==> config.mk <==
export PLATFORM = sky130hd
export DESIGN_NAME = ahb_resp_mux
export DESIGN_NICKNAME = d
export VERILOG_FILES = /design/src/design/ahb_pkg.sv /design/src/design/ahb_resp_mux.sv
export SDC_FILE = /design/constraint.sdc
export NUM_CORES = 1
export LEC_CHECK = 0
export ABC_AREA = 1
export BUFFER_PORTS_ARGS = -buffer_cell sky130_fd_sc_hd__buf_2
export CAP_MARGIN = 0
export CORE_MARGIN = 2
export CORE_UTILIZATION = 24
export CTS_BUF_LIST = sky130_fd_sc_hd__clkbuf_8
export CTS_CLUSTER_DIAMETER = 100
export DETAILED_ROUTE_END_ITERATION = 8
export PLACE_DENSITY = 0.88
export RECOVER_POWER = 25
export SLEW_MARGIN = 15
export SYNTH_ARGS = -nofsm -noshare
export SYNTH_HDL_FRONTEND = slang
export SYNTH_SLANG_ARGS = --single-unit
==> constraint.sdc <==
create_clock -name hclk -period 0.8 [get_ports hclk]
set_input_delay 0.08 -clock hclk [delete_from_list [all_inputs] [get_ports hclk]]
set_output_delay 0.08 -clock hclk [all_outputs]
set_load 0.005 [all_outputs]
==> src/design/ahb_pkg.sv <==
// AHB-Lite subsystem definitions
`default_nettype none

package ahb_pkg;

  // ==========================================================================
  // Bus geometry
  // ==========================================================================
  localparam int AHB_ADDR_WIDTH = 32;
  localparam int AHB_DATA_WIDTH = 32;
  // One strobe per byte lane
  localparam int AHB_STRB_WIDTH = AHB_DATA_WIDTH / 8;

  // Transfer type on htrans
  typedef enum logic [1:0] {
    IDLE   = 2'b00,
    BUSY   = 2'b01,
    NONSEQ = 2'b10,
    SEQ    = 2'b11
  } htrans_type;

  // Supported hsize codes
  localparam logic [2:0] HSIZE_BYTE = 3'b000;
  localparam logic [2:0] HSIZE_HALF = 3'b001;
  localparam logic [2:0] HSIZE_WORD = 3'b010;

  // Response codes on hresp
  localparam logic HRESP_OKAY  = 1'b0;
  localparam logic HRESP_ERROR = 1'b1;

  // ==========================================================================
  // Address map, inclusive bounds per slave
  // ==========================================================================
  localparam int SLAVE_NUM = 1;
  localparam logic [SLAVE_NUM-1:0][AHB_ADDR_WIDTH-1:0] SLAVE_LOW_ADDR  = {32'h0000_0000};
  localparam logic [SLAVE_NUM-1:0][AHB_ADDR_WIDTH-1:0] SLAVE_HIGH_ADDR = {32'h0000_7FFF};

  // SRAM slave sizing and timing
  localparam int SRAM_DEPTH       = 8192;
  localparam int SRAM_ADDR_WIDTH  = $clog2(SRAM_DEPTH);
  localparam int SRAM_WAIT_STATES = 2;
  localparam int WAIT_CNT_WIDTH   = $clog2(SRAM_WAIT_STATES + 1);

  // NONSEQ and SEQ carry data, IDLE and BUSY do not
  function automatic logic htrans_active(htrans_type trans);
    return (trans == NONSEQ) || (trans == SEQ);
  endfunction

endpackage

`default_nettype wire
==> src/design/ahb_resp_mux.sv <==
// AHB slave response mux
`timescale 1ns/100ps
`default_nettype none

module ahb_resp_mux (
  input  wire                                hclk,
  input  wire                                rst_n,
  input  wire [ahb_pkg::SLAVE_NUM-1:0]       hreq,
  input  wire                                default_slv_sel,
  input  wire                                hready_in,
  input  wire [ahb_pkg::AHB_DATA_WIDTH-1:0]  sram_rdata,
  input  wire                                sram_ready,
  input  wire                                sram_resp,
  input  wire                                dflt_ready,
  input  wire                                dflt_resp,
  output logic [ahb_pkg::AHB_DATA_WIDTH-1:0] hrdata,
  output logic                               hready,
  output logic                               hresp
);

  import ahb_pkg::*;

  // Owner of the current data phase
  logic [SLAVE_NUM-1:0] slv_sel_q;
  logic                 dflt_sel_q;

  // Advances with the address phase
  always_ff @(posedge hclk or negedge rst_n) begin
    if (!rst_n) begin
      slv_sel_q  <= '0;
      dflt_sel_q <= 1'b0;
    end else if (hready_in) begin
      slv_sel_q  <= hreq;
      dflt_sel_q <= default_slv_sel;
    end
  end

  // ==========================================================================
  // Return path
  // ==========================================================================
  always_comb begin
    // No owner, zero-wait OKAY
    hrdata = '0;
    hready = 1'b1;
    hresp  = HRESP_OKAY;
    if (slv_sel_q[0]) begin
      hrdata = sram_rdata;
      hready = sram_ready;
      hresp  = sram_resp;
    end else if (dflt_sel_q) begin
      hready = dflt_ready;
      hresp  = dflt_resp;
    end
  end

endmodule

`default_nettype wire

Word level (Yosys, flattened, before mapping)
Cells that the tools add are included.

Flip-flop bits (word level): 2. Input port bits: 41.

Mux-type cells: 5.

Operators with widths (number): two-way mux 32 bit (1); two-way mux 1 bit (4).

Depth between registers and ports, before layout
Gate-level depths: netlist (run 1).

Depth after elaboration: 2. Mapped depth: 4. Depth with buffers taken out: 4.

Least setup slack after synthesis (run 1)
No wires, ideal clock.

Path kind: register -> output. Start point: reg slv_sel_q. End point: out hrdata[4] (netlist bit). Arrival time: 0.706 ns. Setup slack: 0.014 ns. Stages on the path, launching flop included: 5. Buffers on the path: 2. Path through: dfrtp_1 > buf_6 > buf_12 > nand2_1 > inv_1.

Longest elaborated chain between the ends: 1.

Ends and longest elaborated chain: start, declared (RTL line ahb_resp_mux.sv:24) `logic [SLAVE_NUM-1:0] slv_sel_q;`; start signal, assigned (RTL line ahb_resp_mux.sv:33) `slv_sel_q <= hreq;`; two-way mux 32 bit (RTL line ahb_resp_mux.sv:46) `if (slv_sel_q[0]) begin`; end, declared (RTL line ahb_resp_mux.sv:16) `output logic [ahb_pkg::AHB_DATA_WIDTH-1:0] hrdata,`.

No other way between the ends.

Final worst setup path (run 1)
Start point: reg slv_sel_q. End point: out hrdata[20] (netlist bit).

The elaborated chain is that of the path after synthesis.

==> results.toml, run 1 <==
[place]
dpl_cell_area_um2 = 783
io_buffers = 74
globalplace.congestion = 0.624
hpwl_mm = 1.08

[flow_run]
max_cap_violations = 0

[worst_hold_path]
holdCritPathClass = "input pin to flop"

[sta]
max_freq_ghz = 0.900
timing.final.ws_setup_ns = -0.311
setup_tns_ns = -9.79
slew_violations = 0
rsz0062_at_grt = "true"
hold_viol_final = 0
period_needed_ns = 1.11
setup_viol = 35
skew_ns = 0
fin_crit_sh_pct = 139
hold_slack_ns = 0.0776
worst_pin_slew_ns = 0.125
max_slew_margin_pct = 91.6

[pwr]
total_power_w = 0.000937
internal_power_w = 0.000663
p_switching_w = 0.000274
swShare_pct = 29.3
clockPowerShare_pct = 41.5
ir_drop_mv = 0.841
seq_power_share_pct = 13.3
comb_power_share_pct = 45.2
p_leak_nw = 0.762
p_per_area_nw_per_um2 = 1090

[detailed_routing]
drt_wl_total_mm = 1.31
num_vias = 669
drt_iter0_drc = 10
via_per_inst = 3.72
antenna_left = 0
wl_per_cell_um = 7.28
drc = 0
dr.pass1.iters = 4

[floorplan]
fp.coreArea_um2 = 1690
fp-row-count = 15
start_util_pct = 25.0
fp.dieArea_um2 = 2110
die_y_um = 46.0
die_w_um = 46.0
boundaryPins = 75

[worst_setup_path]
cp_num_buf_inv = 3
critPathMaxStageDelay_ns = 0.44
worstSetupPathType = "flop to output port"
crit_path_start_kind = "flop"
cp_top_family = "flip-flops"
critical_path.max_fanout = 8
arrival_ns = 1.03
critical_path_required_ns = 0.72
crit_slowest_cell = "dfrtp_2"
crit_chain = "buf_4, nand2_1, inv_1, buf_2"
r2r_slack_ns = -0.01
cp-end-kind = "output port"

[cells_and_area]
drive_gt1_share_pct = 55.8
n_antenna_cell = 0
final_common_cell = "buf_2"
final_nets = 206
final_area_um2 = 858
final_cell_mix = "73 x buf_2, 34 x inv_1, 32 x nand2_1, 8 x nand2_2"
area_growth_pct = 103
final_util_pct = 50.8

[grt]
grt_remaining_overflow = 0
grt_pass1_wl_mm = 1.57
grt_pass1_vias = 446
grt_usage_pct = 10.3
grt_max_degree = 18
antenna_found_initial = 0

[synthesis]
syn_area_um2 = 423
synth-seq-cells = 2
synth_top_area_share_pct = 31.1
syn_inst = 84
avgSynthCellArea_um2 = 5.03
synth-seq-area-share_pct = 11.8
yosysWarningCount = 0
syn_nets = 125
yosysTopAreaCell = "inv_1"
yosys.cell_types.count = 10
synthTopCellsByArea = "inv_1 31%, nand2_1 30%, dfrtp_1 12%"

[cts]
cts.sinks = 2
cts_tree = "yes"
numCtsBuffers = 3
cts.clk_slew.worst_paths_ns = 0.03
htreeDepth = 1
cts_buffer_depth = 2
ctsRootBufferMaster = "clkbuf_8"
postCtsSetupBuffers = 0
clkLatencyLatePin_ns = 0.21

[run_status]
status = "finished with violations"
violations = "setup timing"
==> worst paths after layout <==
path / startpoint / to / depth (start not counted)
setup / recovery: slv_sel_q / hrdata[20] / 4
hold / removal: hready_in / slv_sel_q / 2
setup reg to reg: slv_sel_q / slv_sel_q / 3
hold reg to reg: dflt_sel_q / dflt_sel_q / 2
max in group asynchronous: rst_n / slv_sel_q / 2
min in group asynchronous: rst_n / slv_sel_q / 2
==> sequential cells by signal, summed over array words and instances (netlist names) <==
name	cells
dflt_sel_q	1
slv_sel_q	1
==> layer usage <==
metal  vias up  share of wire (%)  GRT usage (%)
li1        374                  -              -
met5         -                  0              0
met2        43                 47           18.9
met1       252                 37           10.6
met4         0                  0           3.43
met3         0                 16           3.97
==> logic make-up after synthesis <==
logic type / share of synthesized area [%]
AND/OR/NAND/NOR: 40.2
buffers and inverters: 45.6
flip-flops: 11.8
AO/OA/AOI/OAI: 2.36
==> Yosys cell counts, drive strengths merged <==
master	count
nand3	1
o21ai	2
nand2	40
buf	4
dfrtp	2
inv	35
==> area by class of cell <==
| class | count | area, um^2 |
|---|---|---|
| fill | 184 | 831 |
| timing repair buffer | 80 | 428 |
| multi-input combinational | 43 | 185 |
| inverter | 35 | 131 |
| sequential | 2 | 51.3 |
| clock buffer | 3 | 41.3 |
| tap | 17 | 21.3 |
==> power groups by stage <==
| stage | clock network [W] | logic (W) | registers (W) |
|---|---|---|---|
| 2_1_floorplan | 0 | 0.000218 | 0.000116 |
| 3_3_place_gp | 0 | 0.000399 | 0.000120 |
| 3_5_place_dp | 0 | 0.000404 | 0.000120 |
| 4_1_cts | 0.000404 | 0.000414 | 0.000121 |
| 5_1_grt | 0.000414 | 0.000489 | 0.000126 |
| 6_report | 0.000389 | 0.000423 | 0.000125 |
==> repair_timing <==
item	4_1_cts	5_1_grt
hold buffers	1	0
hold endpoints to repair	2	0
setup endpoints to repair	34	35
resized for setup	2	7
gates cloned	0	1
==> metrics by stage <==
stage / cells / worst slack, ns
floorplan: 84 / 0.0142
global placement: 175 / -0.0765
global route: 180 / -0.348
finish: 180 / -0.311
CTS: 179 / -0.302
detailed placement: 175 / -0.0908
(Power assumes the default switching activity.)
==> run 2, diff against run 1 <==
Settings changed: CTS_CLUSTER_SIZE set to 24, PLACE_DENSITY 0.88 to 0.86.
==> results.toml, run 2 (synthesis results as in run 1) <==
[run_status]
status = "finished with violations"
violations = "setup timing"

[floorplan]
start_util_pct = 25.0
die_y_um = 46.0
fp-row-count = 15
fp.coreArea_um2 = 1690
fp.dieArea_um2 = 2110
boundaryPins = 75
die_w_um = 46.0

[sta]
setup_viol = 35
max_slew_margin_pct = 91.2
period_needed_ns = 1.10
worst_pin_slew_ns = 0.133
rsz0062_at_grt = "true"
hold_viol_final = 0
fin_crit_sh_pct = 137
max_freq_ghz = 0.909
setup_tns_ns = -9.69
skew_ns = 0
timing.final.ws_setup_ns = -0.300
hold_slack_ns = 0.0726
slew_violations = 0

[cells_and_area]
area_growth_pct = 109
final_common_cell = "buf_2"
drive_gt1_share_pct = 58.6
fin_cells = 179
final_nets = 205
n_antenna_cell = 0
top_regs = "dflt_sel_q: 1 flops, slv_sel_q: 1 flops"
final_cell_mix = "70 x buf_2, 32 x inv_1, 29 x nand2_1, 11 x nand2_2, 5 x buf_6"
final_util_pct = 52.4

[worst_setup_path]
cp-end-kind = "output port"
worstSetupPathType = "flop to output port"
arrival_ns = 1.02
worstSetupStartpoint = "slv_sel_q"
r2r_slack_ns = -0.01
critical_path_required_ns = 0.72
r2r_cells = 3
r2r-end = "slv_sel_q"
rr_startpoint = "slv_sel_q"
crit_path_start_kind = "flop"
critical_path.max_fanout = 22
endpoint = "hrdata[29]"

[detailed_routing]
dr.pass1.iters = 2
wl_per_cell_um = 7.65
antenna_left = 0
met2_length_um = 763
via_per_inst = 3.84
drt_wl_total_mm = 1.37
highest_layer = "met4"
drt_iter0_drc = 1
wl_met3_um = 144
num_vias = 687
drc = 0
wl_met1_um = 443

[cts]
cts.clk_slew.worst_paths_ns = 0.03
clkLatencyLatePin_ns = 0.21
numCtsBuffers = 3
ctsRootBufferMaster = "clkbuf_8"
cts_tree = "yes"
htreeDepth = 1
cts_buffer_depth = 2
cts.sinks = 2

[pwr]
clockPowerShare_pct = 40.9
comb_power_share_pct = 46.3
swShare_pct = 29.8
ir_drop_mv = 0.867
p_per_area_nw_per_um2 = 1100
p_leak_nw = 0.761
seq_power_share_pct = 12.8
internal_power_w = 0.000681
p_switching_w = 0.000290

[grt]
grt_remaining_overflow = 0
grt_usage_pct = 10.3
antenna_found_initial = 0
grt_pass1_vias = 430
grt_pass1_wl_mm = 1.54
grt_max_degree = 23

[worst_hold_path]
holdCritPathClass = "input pin to flop"

[flow_run]
max_cap_violations = 0

[place]
hpwl_mm = 1.16
io_buffers = 74
placed_cells = 175
globalplace.congestion = 0.601
## run 2: changes by cell type in the layout (fill, tap and decap cells not counted)
cell / delta
buf_12: +1
nand2_2: +3
buf_8: -1
inv_2: +2
buf_4: -2
buf_2: -3
inv_1: -2
nand2_1: -3
buf_6: +4
## run 2: power by group through the flow
stage	logic (W)	registers, W	clock network (W)
final	0.000449	0.000125	0.000397
after floorplan	0.000218	0.000116	0
after CTS	0.000427	0.000124	0.000402
after global routing	0.000506	0.000126	0.000425
after global placement	0.000413	0.000122	0
after detailed placement	0.000419	0.000123	0
## run 2: worst min-delay path by stage
stage,cells after the start,endpoint,slack (ns),startpoint
finish,2,slv_sel_q,0.07,hready_in
global route,2,slv_sel_q,0.09,hready_in
CTS,2,slv_sel_q,0.07,hready_in
detailed placement,1,dflt_sel_q,-0.13,rst_n
global placement,1,dflt_sel_q,-0.13,rst_n
floorplan,0,dflt_sel_q,-0.22,rst_n
## run 2: final cells by class
type,instances,area [um^2]
clock buffer,3,41.3
fill,181,803
inverter,35,131
multi-input combinational,43,193
sequential,2,51.3
tap,17,21.3
timing repair buffer,79,448
## run 2: what timing repair did
action / 4_1_cts / 5_1_grt
endpoints found under the setup margin: 35 / 35
buffers inserted: 0 / 0
pin swaps: 0 / 4
hold endpoints to repair: 2 / 0
gates resized for setup: 2 / 12
hold buffers: 1 / 0
## run 2: critical path, cell delays in order, from the launching register on
cell and delay [ns]:
dfrtp_2 0.44, buf_12 0.17, nand2_1 0.05, inv_1 0.04, buf_2 0.11
## run 2: metal layers
layer | up-vias | GRT usage (%)
li1 | 372 | -
met1 | 279 | 8.22
met2 | 34 | 20.3
met3 | 2 | 3.17
met4 | 0 | 6.86
met5 | - | 0
## run 2: metrics by stage
| stage | total power [W] | instance area [um^2] | setup slack [ns] |
|---|---|---|---|
| after floorplan | 0.000335 | 423 | 0.0142 |
| after global placement | 0.000535 | 796 | -0.0699 |
| after detailed placement | 0.000542 | 796 | -0.0892 |
| after CTS | 0.000953 | 852 | -0.306 |
| after global routing | 0.00106 | 886 | -0.347 |
| final | 0.000970 | 886 | -0.300 |
==> run 3, diff against run 2 <==
Settings changed: CORE_UTILIZATION 24 to 23, CTS_BUF_LIST sky130_fd_sc_hd__clkbuf_8 to sky130_fd_sc_hd__clkbuf_16, PLACE_DENSITY 0.86 to 0.83.
==> results.toml, run 3 (synthesis results as in run 1) <==
[run_status]
status = "finished with violations"
violations = "setup timing"

[sta]
worst_pin_slew_ns = 0.159
period_needed_ns = 1.14
hold_viol_final = 0
setup_viol = 35
max_freq_ghz = 0.876
max_slew_margin_pct = 89.4
timing.final.ws_setup_ns = -0.342
rsz0062_at_grt = "true"
slew_violations = 0
fin_crit_sh_pct = 143
setup_tns_ns = -10.84
skew_ns = 0
hold_slack_ns = 0.0712

[place]
globalplace.congestion = 0.674
hpwl_mm = 1.10
io_buffers = 74
place_ws_ns = -0.0883
placed_cells = 182

[grt]
grtUsageMet3_pct = 0.385
grt_remaining_overflow = 0
antenna_found_initial = 0
grt_use_met2_pct = 23.3
grt_busiest_layer = "met2"
grt_usage_pct = 11.3
grt_max_degree = 24
grt_pass1_wl_mm = 1.75
use_met1_pct = 9.40
grt_pass1_vias = 530

[cts]
cts_tree = "yes"
cts.sinks = 2
clkLatencyLatePin_ns = 0.22
cts.clk_slew.worst_paths_ns = 0.03
numCtsBuffers = 3
ctsRootBufferMaster = "clkbuf_16"
cts_buffer_depth = 2
htreeDepth = 1

[pwr]
p_leak_nw = 0.786
clockPowerShare_pct = 56.2
ir_drop_mv = 2.30
swShare_pct = 24.7
p_switching_w = 0.000329
seq_power_share_pct = 9.6
comb_power_share_pct = 34.2
p_per_area_nw_per_um2 = 1420
internal_power_w = 0.00100

[detailed_routing]
drt_iter0_drc = 5
via_per_inst = 3.81
dr.pass1.iters = 2
drc = 0
wl_per_cell_um = 7.60
num_vias = 716
antenna_left = 0
drt_wl_total_mm = 1.43

[worst_setup_path]
worstSetupPathType = "flop to output port"
arrival_ns = 1.06
cp-end-kind = "output port"
critical_path.max_fanout = 11
crit_path_start_kind = "flop"
critical_path_required_ns = 0.72

[floorplan]
die_y_um = 46.9
boundaryPins = 75
fp.coreArea_um2 = 1730
fp.dieArea_um2 = 2200
start_util_pct = 24.5
fp-row-count = 15
die_w_um = 46.9

[cells_and_area]
nFillCells = 185
top_regs = "dflt_sel_q: 1 flops, slv_sel_q: 1 flops"
drive_gt1_share_pct = 60.1
final_nets = 206
area_growth_pct = 122
final_cell_mix = "74 x buf_2, 33 x inv_1, 26 x nand2_1, 14 x nand2_2, 4 x clkbuf_16"
multi_input_area_um2 = 200
n_antenna_cell = 0
ff_latch_area_um2 = 51.3
fin_cells = 188
final_common_cell = "buf_2"

[worst_hold_path]
holdCritPathClass = "input pin to flop"

[flow_run]
max_cap_violations = 0
==> run 3: cell count changes in the layout (fill, tap and decap cells not counted) <==
cell       previous run  this run
buf_6                 5         1
clkbuf_8              3         0
inv_1                32        33
nand2_1              29        26
buf_2                70        74
nand2_2              11        14
inv_2                 3         2
clkbuf_16             0         4
==> run 3: worst max-delay path: stages (launching register included) <==
cell,delay (ns)
dfrtp_2,0.45
clkbuf_16,0.19
nand2_1,0.06
inv_1,0.04
buf_2,0.11
==> run 3: worst paths after layout <==
check	end	startpoint	slack, ns	cells past startpoint
min in group asynchronous	dflt_sel_q	rst_n	0.18	2
worst min-delay path	slv_sel_q	hready_in	0.07	2
worst min register to register	dflt_sel_q	dflt_sel_q	0.56	2
worst max-delay path	hrdata[18]	slv_sel_q	-0.34	4
worst max register to register	slv_sel_q	slv_sel_q	-0.05	3
max in group asynchronous	slv_sel_q	rst_n	0.48	2
==> run 3: through the flow <==
step | cell area, um^2 | total power (W) | utilization (%)
5_1_grt | 937 | 0.00144 | 54.3
6_report | 937 | 0.00133 | 54.3
4_1_cts | 883 | 0.00130 | 51.2
2_1_floorplan | 423 | 0.000335 | -
3_5_place_dp | 798 | 0.000533 | 46.2
3_3_place_gp | 798 | 0.000530 | 46.2
==> run 3: repair_timing <==
item,in CTS,in global routing
endpoints found under the hold margin,2,0
pin swaps,0,0
endpoints found under the setup margin,35,35
buffers inserted,0,0
resized for setup,0,12
hold buffers,1,0
gates cloned,0,2
==> run 3: per-layer routing <==
metal | routed length, um | vias up
met3 | 246 | 4
met1 | 458 | 282
met2 | 690 | 56
li1 | - | 374
met4 | 34 | 0
met5 | 0 | -
==> run 3: power groups by stage <==
stage	Combinational [W]	Sequential (W)	Clock [W]
6_report	0.000456	0.000127	0.000748
5_1_grt	0.000519	0.000129	0.000792
4_1_cts	0.000417	0.000121	0.000762
3_5_place_dp	0.000412	0.000122	0
3_3_place_gp	0.000408	0.000121	0
2_1_floorplan	0.000218	0.000116	0
==> run 3: area by class of cell <==
| cell class | count | share of cell area, % |
|---|---|---|
| inverters | 35 | 14.0 |
| multi-input cells | 43 | 21.4 |
| repair buffers | 80 | 47.8 |
| clock buffers | 3 | 8.01 |
| well taps | 25 | 3.34 |
| flip-flops and latches | 2 | 5.47 |
